### config.mk
export PLATFORM = sky130hd
export DESIGN_NAME = fu_mult
export DESIGN_NICKNAME = d
export VERILOG_FILES = /design/src/rv32m_pkg.sv /design/src/fu_mult.sv
export SDC_FILE = /design/constraint.sdc
export NUM_CORES = 1
export LEC_CHECK = 0
export ABC_AREA = 1
export BUFFER_PORTS_ARGS = -buffer_cell sky130_fd_sc_hd__buf_2
export CORE_ASPECT_RATIO = 0.75
export CORE_MARGIN = 2
export CORE_UTILIZATION = 35
export DETAILED_ROUTE_END_ITERATION = 12
export GPL_TIMING_DRIVEN = 1
export PLACE_DENSITY_LB_ADDON = 0.2
export SETUP_SLACK_MARGIN = 0.2
export SYNTH_ARGS = -nofsm -noshare
export SYNTH_HDL_FRONTEND = slang
export SYNTH_SLANG_ARGS = --single-unit
### constraint.sdc
create_clock -name clk -period 9.56 [get_ports clk]
set_clock_uncertainty 0.15 [all_clocks]
set_input_delay 1.912 -clock clk [delete_from_list [all_inputs] [get_ports clk]]
set_output_delay 1.912 -clock clk [all_outputs]
set_load 0.05 [all_outputs]
### src/rv32m_pkg.sv
package rv32m_pkg;

    localparam int NUM_MUL_LANES = 2;
    localparam int LANE_IDX_BITS = 1;

    // Cycles from the start edge of a lane to its done
    localparam int MUL_CYCLES = 4;
    localparam int MUL_DIGIT_BITS = 9; // Four digits of 9 bits cover a 33-bit operand

    localparam int PHYS_REG_BITS = 6;

    localparam logic [2:0] mul_f3_mul = 3'b000;
    localparam logic [2:0] mul_f3_mulh = 3'b001;
    localparam logic [2:0] mul_f3_mulhsu = 3'b010;
    localparam logic [2:0] mul_f3_mulhu = 3'b011;

    localparam logic [6:0] opcode_op = 7'b0110011;
    localparam logic [6:0] funct7_muldiv = 7'b0000001;

    typedef struct packed {
        logic [6:0] funct7;
        logic [4:0] rs2;
        logic [4:0] rs1;
        logic [2:0] funct3;
        logic [4:0] rd;
        logic [6:0] opcode;
    } rv_rtype_t;

    // The same instruction word seen raw or split into R-type fields
    typedef union packed {
        logic [31:0] raw;
        rv_rtype_t r;
    } rv_instr_t;

    typedef struct packed {
        logic [31:0] rs1_v;
        logic [31:0] rs2_v;
        rv_instr_t instr;
        logic [PHYS_REG_BITS-1:0] tag; // Destination physical register
    } mul_issue_t;

    typedef struct packed {
        logic [31:0] rd_v;
        logic [PHYS_REG_BITS-1:0] tag;
    } mul_result_t;

endpackage
### src/fu_mult.sv
module fu_mult (
    input  logic clk,
    input  logic rst,
    input  logic start,
    input  rv32m_pkg::mul_issue_t issue,
    input  logic hold,
    output logic done,
    output rv32m_pkg::mul_result_t result
);

    logic run;
    logic last_step;
    logic [$clog2(rv32m_pkg::MUL_CYCLES)-1:0] step;
    logic [2:0] f3_q;
    logic [rv32m_pkg::PHYS_REG_BITS-1:0] tag_q;

    logic signed [32:0] a_ext;
    logic signed [32:0] b_ext;
    logic signed [32:0] mcand;
    logic [rv32m_pkg::MUL_CYCLES*rv32m_pkg::MUL_DIGIT_BITS-1:0] mplier;

    logic signed [rv32m_pkg::MUL_DIGIT_BITS:0] digit;
    logic signed [32+rv32m_pkg::MUL_DIGIT_BITS+1:0] pp;
    logic signed [65:0] pp_ext;
    logic [65:0] acc;

    // Operand extension for the four multiply flavours
    always_comb begin
        case (issue.instr.r.funct3)
            rv32m_pkg::mul_f3_mul, rv32m_pkg::mul_f3_mulh: begin
                a_ext = {issue.rs1_v[31], issue.rs1_v};
                b_ext = {issue.rs2_v[31], issue.rs2_v};
            end
            rv32m_pkg::mul_f3_mulhsu: begin
                a_ext = {issue.rs1_v[31], issue.rs1_v};
                b_ext = {1'b0, issue.rs2_v};
            end
            rv32m_pkg::mul_f3_mulhu: begin
                a_ext = {1'b0, issue.rs1_v};
                b_ext = {1'b0, issue.rs2_v};
            end
            default: begin
                a_ext = {issue.rs1_v[31], issue.rs1_v};
                b_ext = {issue.rs2_v[31], issue.rs2_v};
            end
        endcase
    end

    assign last_step = (step == rv32m_pkg::MUL_CYCLES - 1);

    // The top digit carries the sign of the extended multiplier
    assign digit = last_step
        ? {mplier[rv32m_pkg::MUL_DIGIT_BITS-1], mplier[rv32m_pkg::MUL_DIGIT_BITS-1:0]}
        : {1'b0, mplier[rv32m_pkg::MUL_DIGIT_BITS-1:0]};

    assign pp = mcand * digit;
    assign pp_ext = pp;

    always_ff @(posedge clk) begin
        if (rst) begin
            run <= 1'b0;
            done <= 1'b0;
            step <= '0;
        end else begin
            if (start) begin
                run <= 1'b1;
                step <= '0;
            end else if (run) begin
                step <= step + 1'b1;
                if (last_step) begin
                    run <= 1'b0;
                    done <= 1'b1;
                end
            end
            if (done && !hold) begin
                done <= 1'b0; // Granted, the result leaves this cycle
            end
        end
    end

    always_ff @(posedge clk) begin
        if (start) begin
            mcand <= a_ext;
            mplier <= {{(rv32m_pkg::MUL_CYCLES*rv32m_pkg::MUL_DIGIT_BITS-33){b_ext[32]}}, b_ext};
            acc <= '0;
            f3_q <= issue.instr.r.funct3;
            tag_q <= issue.tag;
        end else if (run) begin
            acc <= acc + (pp_ext <<< (step * rv32m_pkg::MUL_DIGIT_BITS));
            mplier <= mplier >> rv32m_pkg::MUL_DIGIT_BITS;
        end
    end

    always_comb begin
        result.tag = tag_q;
        case (f3_q)
            rv32m_pkg::mul_f3_mul: result.rd_v = acc[31:0];
            default:               result.rd_v = acc[63:32]; // All high variants
        endcase
    end

    a_start_idle: assert property (
        @(posedge clk) disable iff (rst)
        start |-> !run && !done
    ) else $error("start while the lane is busy");

    a_done_latency: assert property (
        @(posedge clk) disable iff (rst)
        start |-> ##(rv32m_pkg::MUL_CYCLES + 1) $rose(done)
    ) else $error("done did not rise MUL_CYCLES after start");

    // Until the grant comes the result must not move
    a_hold_stable: assert property (
        @(posedge clk) disable iff (rst)
        done && hold |=> done && $stable(result)
    ) else $error("lane result changed under hold");

endmodule

==> metrics <==
Post-Syn Area 23440 sq um; commonest non-fill, non-tap cell in the layout nand2_1; starting DRC count in detailed routing 1774; critical path capture point type register; hold crit path type reg -> reg; crit-path most repeated cell a21oi_1; # DRC 0; Nets 3996; CP peak stage delay 500 ps; Num CTS Buffers 17; # rows 82; Slew Viols, Final 0; pin count of the biggest net entering global routing 84; reg2reg path depth 38; detail-routed net length per standard cell 16.94 microns; Post-DP HPWL 60.07 mm; end of the worst register-to-register path acc[49]; largest area contributor in the netlist fa_1; total number of vias 21.17k; hold path start acc[34]; register area share after synthesis 0.1541; crit path max fanout 34; drt pass-1 iters 6; RSZ-0062 raised after global routing false; status completed; most frequent cells in the layout nand2_1 (920), inv_1 (779), fa_1 (276); Post-synth EDFFs 75; H-tree depth 4; register-to-register setup slack 730 ps; CP Class reg -> reg; grt total ovfl 0; clk buf depth 2; all-layer global routing usage 0.2210; FF-to-FF Start step[1]; placer's final routability congestion estimate 0.9508; Yosys reg bits 143; final-report setup violation count 0; CTS sink cnt 143; Initial Util 0.3526; fmax 113.3 MHz; final hold vios 0; die area 69080 sq um; port bufs 115; # fillers 7241; cts hold-fix bufs 0; remaining antenna violation count 0; Yosys cell types 57; CTS tree done; Clk Latency, worst-skew pair 510 ps; TNS Setup 0 ps; period utilization 0.9233; hold path endpoint acc[34]; Reg clk slew, reported paths 80 ps; Worst Max-Slew Pin Slew 1183 ps; WHS Path Cells 2; Mapped Nets 3955; Synth async-reset ratio 0; Avg Vias per Cell 4.867; die height 228.1 microns; Most used DFF post-synth edfxtp_1; max cap viols 0; Tmin final 8827 ps; global-route wire length before repair 117.8 mm; Area contributors post-synth fa_1 (24%), nand2_1 (15%), inv_1 (13%), edfxtp_1 (9.6%), ha_1 (8.5%); startpoint types register; cells after synthesis 3413; root buffer cell clkbuf_16; share of layout cells above drive strength 1 0.07586; layout overhead on the synthesized area 9.058%; CORE AREA 66480 sq um; worst path arrival time 9040 ps; initial antenna violation count 6; Slowest-stage cell, CP fa_1; vias in the first global route 20.60k; warnings from Yosys 0; Synth top area share 0.2357; Avg Inst Size Synth 6.868 sq um; Total Wirelength 73.69 mm; Ports 145; Chip Width 302.8 microns; Max-slew headroom 0.2103; data required time of the critical path 9770 ps
==> area by class of cell <==
class,instances,area (sq um),share of cell area
inverters,784,2943,0.1151
clock inverters,15,171.4,0.006705
flip-flops and latches,143,3616,0.1414
well taps,882,1104,0.04317
multi-input cells,2352,16370,0.6402
repair buffers,156,935.9,0.03661
clock buffers,17,425.4,0.01664
diodes,1,2.502,0.00009789
==> per-layer routing <==
metal	track usage	up-vias	part of all wire
met3	0.04733	75	0.073
met1	0.3454	9944	0.52
met2	0.3004	632	0.39
met4	0.06034	8	0.020
met5	0	-	0.00068
li1	-	10510	-
==> worst max-delay path, delay by kind of cell (launching register included) <==
kind / cells / cell delay (ps)
DFF: 1 / 330
adders and majority gates: 8 / 3350
and+or+nand+nor: 10 / 1500
AOI/OAI and AO/OA: 13 / 2590
buffers and inverters: 6 / 510
xor gates and xnor gates: 1 / 190
==> how the worst max path moves through the flow <==
stage               startpoint      end  slack [ps]  depth (start not counted)
floorplan            mplier[1]  acc[56]        2390                         42
global placement     mplier[6]  acc[61]         870                         34
detailed placement   mplier[6]  acc[63]         830                         39
CTS                  mplier[6]  acc[63]         780                         39
global route           step[1]  acc[63]         240                         45
finish                 step[1]  acc[49]         730                         38
==> registers in the layout, indices dropped and copies added, names as in the netlist <==
name	flops
mplier	33
step	2
acc	64
f3_q	3
done	1
mcand	33
tag_q	6
run	1
==> kinds of logic after synthesis <==
family / count (synthesis) / synth area share
compound gates: 522 / 0.1263
flops: 143 / 0.1542
mux: 3 / 0.001281
fa+ha+maj: 436 / 0.3211
xor+xnor: 43 / 0.01607
simple gates: 1348 / 0.2328
buf+inv: 918 / 0.1483
==> per-stage QoR <==
stage / std cells / util / area, sq um / setup WS [ps] / hold WS [ps]
after floorplan: 3413 / - / 23440 / 2394 / 298.9
after global placement: 4316 / 0.3751 / 24940 / 871.8 / 318.6
after detailed placement: 4316 / 0.3751 / 24940 / 833.7 / 319.9
after CTS: 4348 / 0.3841 / 25530 / 784.1 / 330.0
after global routing: 4350 / 0.3845 / 25560 / 235.0 / 353.6
final: 4350 / 0.3845 / 25560 / 733.2 / 331.4
==> what timing repair did <==
action	CTS	global route
gates resized for setup	0	2
endpoints found under the setup margin	0	5
buffers inserted	0	1
endpoints found under the hold margin	0	0
==> synthesized netlist by cell type (34+ instances only) <==
library cell  number
dfxtp_1           68
ha_1             160
buf_1             34
o21ai_0          185
fa_1             276
a21oi_1          167
edfxtp_1          75
nand3_1          116
clkbuf_1          82
nor2_1           227
inv_1            781
nand2_1          920
Power is not shown: default switching activity piles up to over one toggle a cycle in this logic, so the estimate is an artifact.
