--- src/rv32m_pkg.sv ---
package rv32m_pkg;

    localparam int NUM_MUL_LANES = 2;
    localparam int LANE_IDX_BITS = 1;

    // Cycles from the start edge of a lane to its done
    localparam int MUL_CYCLES = 4;
    localparam int MUL_DIGIT_BITS = 9; // Four digits of 9 bits cover a 33-bit operand

    localparam int PHYS_REG_BITS = 6;

    localparam logic [2:0] mul_f3_mul = 3'b000;
    localparam logic [2:0] mul_f3_mulh = 3'b001;
    localparam logic [2:0] mul_f3_mulhsu = 3'b010;
    localparam logic [2:0] mul_f3_mulhu = 3'b011;

    localparam logic [6:0] opcode_op = 7'b0110011;
    localparam logic [6:0] funct7_muldiv = 7'b0000001;

    typedef struct packed {
        logic [6:0] funct7;
        logic [4:0] rs2;
        logic [4:0] rs1;
        logic [2:0] funct3;
        logic [4:0] rd;
        logic [6:0] opcode;
    } rv_rtype_t;

    // The same instruction word seen raw or split into R-type fields
    typedef union packed {
        logic [31:0] raw;
        rv_rtype_t r;
    } rv_instr_t;

    typedef struct packed {
        logic [31:0] rs1_v;
        logic [31:0] rs2_v;
        rv_instr_t instr;
        logic [PHYS_REG_BITS-1:0] tag; // Destination physical register
    } mul_issue_t;

    typedef struct packed {
        logic [31:0] rd_v;
        logic [PHYS_REG_BITS-1:0] tag;
    } mul_result_t;

endpackage
--- src/mul_issue_dispatch.sv ---
module mul_issue_dispatch (
    input  logic clk,
    input  logic rst,
    input  logic issue_valid,
    input  rv32m_pkg::mul_issue_t issue,
    output logic issue_ready,
    output logic [rv32m_pkg::NUM_MUL_LANES-1:0] lane_start,
    input  logic [rv32m_pkg::NUM_MUL_LANES-1:0] lane_release
);

    logic [rv32m_pkg::NUM_MUL_LANES-1:0] busy;
    logic [rv32m_pkg::LANE_IDX_BITS-1:0] sel_idx;
    logic sel_found;
    logic fire;

    // Priority encoder, the lowest idle lane overwrites the others
    always_comb begin
        sel_idx = '0;
        sel_found = 1'b0;
        for (int i = rv32m_pkg::NUM_MUL_LANES - 1; i >= 0; i--) begin
            if (!busy[i]) begin
                sel_idx = (rv32m_pkg::LANE_IDX_BITS)'(i);
                sel_found = 1'b1;
            end
        end
    end

    assign issue_ready = sel_found;
    assign fire = issue_valid && issue_ready;

    always_comb begin
        for (int i = 0; i < rv32m_pkg::NUM_MUL_LANES; i++) begin
            lane_start[i] = fire && (sel_idx == i);
        end
    end

    // A lane is busy from its start edge until the arbiter grants its result
    always_ff @(posedge clk) begin
        if (rst) begin
            busy <= '0;
        end else begin
            busy <= (busy | lane_start) & ~lane_release;
        end
    end

    a_issue_is_mul: assert property (
        @(posedge clk) disable iff (rst)
        fire |-> (issue.instr.r.opcode == rv32m_pkg::opcode_op)
              && (issue.instr.r.funct7 == rv32m_pkg::funct7_muldiv)
              && (issue.instr.r.funct3 < 3'd4)
    ) else $error("issue accepted with a non-multiply instruction %h", issue.instr.raw);

    a_start_to_idle: assert property (
        @(posedge clk) disable iff (rst)
        $onehot0(lane_start) && ((lane_start & busy) == '0)
    ) else $error("start %b sent to a busy lane, busy %b", lane_start, busy);

    // The arbiter may only release a lane that this dispatcher started
    a_release_busy: assert property (
        @(posedge clk) disable iff (rst)
        (lane_release & ~busy) == '0
    ) else $error("release %b of an idle lane, busy %b", lane_release, busy);

endmodule

--- config.mk ---
export PLATFORM = sky130hd
export DESIGN_NAME = mul_issue_dispatch
export DESIGN_NICKNAME = d
export VERILOG_FILES = /design/src/rv32m_pkg.sv /design/src/mul_issue_dispatch.sv
export SDC_FILE = /design/constraint.sdc
export NUM_CORES = 1
export LEC_CHECK = 0
export BUFFER_PORTS_ARGS = -buffer_cell sky130_fd_sc_hd__buf_2
export CORE_AREA = 4 4 41 43
export CTS_CLUSTER_DIAMETER = 100
export DETAILED_ROUTE_END_ITERATION = 16
export DIE_AREA = 0 0 45 47
export PLACE_DENSITY = 0.89
export SLEW_MARGIN = 20
export SYNTH_ARGS = -nofsm -noshare
export SYNTH_HDL_FRONTEND = slang
export SYNTH_SLANG_ARGS = --single-unit
--- constraint.sdc ---
create_clock -name clk -period 0.8 [get_ports clk]
set_input_delay 0.12 -clock clk [delete_from_list [all_inputs] [get_ports clk]]
set_output_delay 0.12 -clock clk [all_outputs]
set_load 0.05 [all_outputs]
==> results of run 1 <==
-- worst max-delay path: stages, from the launching register on --
cell	delay (ps)
dfxtp_4	370
nand2_4	50
nor2_4	70
buf_6	160
-- how the worst max path moves through the flow --
stage / cells past startpoint / slack (ps) / to
floorplan: 1 / -100 / lane_start[0]
global placement: 3 / -120 / lane_start[1]
detailed placement: 3 / -130 / lane_start[1]
CTS: 3 / -200 / lane_start[1]
global route: 3 / -230 / lane_start[1]
finish: 3 / -190 / lane_start[1]
-- routing by layer --
layer,global-route usage,routed length (um)
met3,0.0153,34
met5,0,0
met2,0.0593,170
met4,0.0702,8
met1,0.0226,82
-- per-stage QoR --
stage	instance area [sq um]	hold WS, ps
final	235	61.0
after global routing	235	56.7
after CTS	235	55.9
after detailed placement	176	299
after global placement	176	291
after floorplan	100	189
-- timing repair --
item	in CTS	in global routing
gates resized for setup	13	0
buffers inserted	0	0
setup endpoints to repair	3	3
-- cell usage after synthesis --
master,count,area share
nand2_1,2,0.083
nor2_1,2,0.083
nor2b_1,1,0.069
a21oi_2,1,0.097
dfxtp_1,2,0.44
nor3_2,2,0.22
-- area by class of cell --
type	count	area [sq um]
fill	155	1070
tap	15	18.8
clock buffer	3	22.5
timing repair buffer	10	76.3
sequential	2	47.5
multi-input combinational	8	70.1
-- cells by family after synthesis --
group	after synthesis	synth area share
simple gates	7	0.458
flops	2	0.444
compound gates	1	0.0972
-- where the power goes --
group	internal (uW)	switching, uW	total [uW]
Clock	165	55.4	221
Combinational	31.6	38.4	70.0
Sequential	99.6	5.61	105
Total	297	99.4	396
==> results.toml, run 1 <==
[clock_tree]
clock_path_buffers = 2
cts_htree_levels = 1
clockRootBuffer = "clkbuf_4"
clk-insertion-delay-late_ps = 220
cts_inserted_buffers = 3
cts_sinks = 2
clk_pin_slew_ps = 30
cts_tree = "yes"
cts_hold_buf = 0

[setup_path]
path_max_fanout = 4
r2r_slack_ps = 20
cp.required_ps = 680
r2r-start = "busy[0]"
r2r_end = "busy[0]"
rr_worst_depth = 3
worstPathArrival_ps = 870
crit_path_start_kind = "flop"
worstSetupEndpointType = "output port"
critical_path_class = "reg -> out"
setup.worst_path.start = "busy[0]"

[global_route]
grt-ovfl-total = 0
antenna_found_initial = 0
grtUsageTotal = 0.0370
grt_start_max_net_pins = 5
grt_first_pass_wirelength_um = 476
grt_pass1_vias = 144

[sta]
max_slew_margin = 0.909
timing.final.ws_setup_ps = -189
min_period_ps = 989
tightest_slew_ps = 136
slew_violations = 0
setup_tns_ps = -476
rsz0062_at_grt = "yes"
period_share = 1.24
hold_viol_final = 0
clock_skew_ps = 1.87
final-setup-viol-count = 3
fmax_mhz = 1010

[route]
dr.pass1.iters = 1
via_count = 124
routed_wl_um = 295
drtIter0Drc = 0
avgViaCountPerCell = 3.26
post_drt_wl_per_cell_um = 7.76
drc = 0
ant_nets = 0

[synthesis]
yosys_warnings = 0
synth_cell_types = 6
synth_seq_area_share = 0.444
synth_area_per_cell_sq_um = 9.01
ys_ff_latch = 2
synth_cells = 10
netlist_area_sq_um = 90.1
syn_nets = 117

[die]
io_pins = 110
die_w_um = 45
rows = 13
coreArea_sq_mm = 0.00130
fp.dieArea_sq_mm = 0.00212
die_h_um = 47
start_util = 0.0692

[outcome]
violations = "setup timing"
status = "complete, but fails checks"

[finish]
antennaDiodeCount = 0
largest_register_ffs = 2
stdcell_count = 38
drive_gt1_frac = 0.957
fin_util = 0.181
mostFrequentLayoutCells = "buf_2 (4), clkbuf_4 (3), buf_6 (3), buf_4 (3)"
finalNetCount = 132
layout_commonest_cell = "buf_2"
reg.largest.list = "busy (2)"
regMostFlops = "busy"
area_growth_syn_to_layout_pct = 161

[place]
io_buffers = 7
pre_cts_slack_ps = -128
dp.cells = 35
gp_congestion = 0.624

[power_and_ir_drop]
power.total_uw = 396
ir_drop_mv = 0.605
power.leakage_uw = 0.000106
power_density_mw_per_mm2 = 1680

[min_path]
hp-start = "lane_release[0]"
hold-path-endpoint = "busy[0]"
hold_path.class = "in -> reg"
hold_depth = 2

[job]
drv_cap = 0
(Power assumes the default switching activity.)
==> inputs of run 2 (changes only) <==
--- a/config.mk
+++ b/config.mk
@@ -7,11 +7,12 @@
 export LEC_CHECK = 0
 export BUFFER_PORTS_ARGS = -buffer_cell sky130_fd_sc_hd__buf_2
 export CORE_AREA = 4 4 41 43
-export CTS_CLUSTER_DIAMETER = 100
+export CTS_CLUSTER_DIAMETER = 40
 export DETAILED_ROUTE_END_ITERATION = 16
 export DIE_AREA = 0 0 45 47
-export PLACE_DENSITY = 0.89
+export PLACE_DENSITY = 0.95
 export SLEW_MARGIN = 20
 export SYNTH_ARGS = -nofsm -noshare
 export SYNTH_HDL_FRONTEND = slang
 export SYNTH_SLANG_ARGS = --single-unit
+export TNS_END_PERCENT = 5
==> results.toml, run 2 (synthesized netlist as in run 1, its figures left out) <==
[finish]
stdcell_count = 38
area_growth_syn_to_layout_pct = 161
largest_register_ffs = 2
antennaDiodeCount = 0
regMostFlops = "busy"
drive_gt1_frac = 0.957
layout_commonest_cell = "buf_2"
mostFrequentLayoutCells = "buf_2 (4), clkbuf_4 (3), buf_6 (3), buf_4 (3)"
reg.largest.list = "busy (2)"
finalNetCount = 132

[global_route]
grtUsageTotal = 0.0465
grt-ovfl-total = 0
grt_pass1_vias = 162
grt_first_pass_wirelength_um = 572
antenna_found_initial = 0
grt_start_max_net_pins = 5

[sta]
setup_tns_ps = -491
tightest_slew_ps = 133
min_period_ps = 986
rsz0062_at_grt = "yes"
max_slew_margin = 0.911
clock_skew_ps = 3.72
slew_violations = 0
period_share = 1.23
fmax_mhz = 1010
final-setup-viol-count = 3
hold_viol_final = 0
timing.final.ws_setup_ps = -186

[setup_path]
path_cells = "nand2_4 -> nor2_4 -> buf_6"
path_max_fanout = 4
worstSetupEndpointType = "output port"
crit_buf_inv = 1
worst_path_largest_cell_delay_ps = 360
slowest_stage = "dfxtp_4"
critical_path_class = "reg -> out"
crit_family = "flip-flops"
cp.required_ps = 680
worstPathArrival_ps = 870
crit_path_start_kind = "flop"

[route]
via_count = 129
dr.pass1.iters = 1
ant_nets = 0
avgViaCountPerCell = 3.39
routed_wl_um = 318
post_drt_wl_per_cell_um = 8.37
drc = 0
drtIter0Drc = 0

[place]
gp_congestion = 0.658
io_buffers = 7
dp.cells = 34
dpl.hpwl_um = 203

[power_and_ir_drop]
power.share.sequential = 0.265
ir_drop_mv = 0.587
power_density_mw_per_mm2 = 1680
swShare = 0.249
clockPowerShare = 0.554
combPwrFrac = 0.181
p_sw_uw = 98.7
power.total_uw = 396
power.leakage_uw = 0.000105
internal-power_uw = 297

[die]
start_util = 0.0692
fp.dieArea_sq_mm = 0.00212
die_h_um = 47
die_w_um = 45
io_pins = 110
coreArea_sq_mm = 0.00130
rows = 13

[clock_tree]
cts_inserted_buffers = 3
cts_sinks = 2
cts_htree_levels = 1
cts_tree = "yes"
clk-insertion-delay-late_ps = 220
clock_path_buffers = 2
clockRootBuffer = "clkbuf_4"
clk_pin_slew_ps = 30

[job]
drv_cap = 0

[outcome]
violations = "setup timing"
status = "complete, but fails checks"

[min_path]
hold_path.class = "in -> reg"
## run 2: changes by cell type in the layout (fill, tap and decap cells not counted)
| cell | change |
|---|---|
| nand2_1 | +1 |
| nand2_2 | -1 |
| nor2_1 | -1 |
| nor2_2 | +1 |
## run 2: path summary, 6_finish.rpt
| check | startpoint | end | slack [ps] | cells past startpoint |
|---|---|---|---|---|
| setup / recovery | busy[0] | lane_start[1] | -190 | 3 |
| hold / removal | lane_release[1] | busy[1] | 60 | 2 |
| setup reg to reg | busy[0] | busy[1] | 20 | 3 |
| hold reg to reg | busy[1] | busy[1] | 650 | 3 |
## run 2: final cells by class
type / instances / area (sq um)
Clock buffer: 3 / 22.5
Fill cell: 152 / 1070
Multi-Input combinational cell: 8 / 70.1
Sequential cell: 2 / 47.5
Tap cell: 15 / 18.8
Timing Repair Buffer: 10 / 76.3
## run 2: repair_timing
item | 4_1_cts | 5_1_grt
setup endpoints to repair | 3 | 4
resized for setup | 11 | 2
hold buffers | 0 | 0
buffers inserted | 1 | 0
pin swaps | 0 | 0
## run 2: layer usage
layer	GRT usage	wire [um]	vias up
li1	-	-	60
met1	0.0204	91	59
met2	0.0791	183	8
met3	0.0383	34	2
met4	0.0702	8	0
met5	0	0	-
## run 2: power by group through the flow
stage               Clock, uW  Sequential (uW)  Combinational [uW]
floorplan                   0              109                31.3
global placement            0              109                55.0
detailed placement          0              110                55.7
CTS                       235              107                70.0
global route              245              105                76.2
finish                    219              105                71.6
## run 2: per-stage QoR
step	cell area, sq um	setup WS [ps]	util	hold WS (ps)
2_1_floorplan	100	-103	-	189
3_3_place_gp	169	-143	0.130	292
3_5_place_dp	169	-179	0.130	296
4_1_cts	230	-191	0.177	48.6
5_1_grt	235	-222	0.181	54.5
6_report	235	-186	0.181	56.9
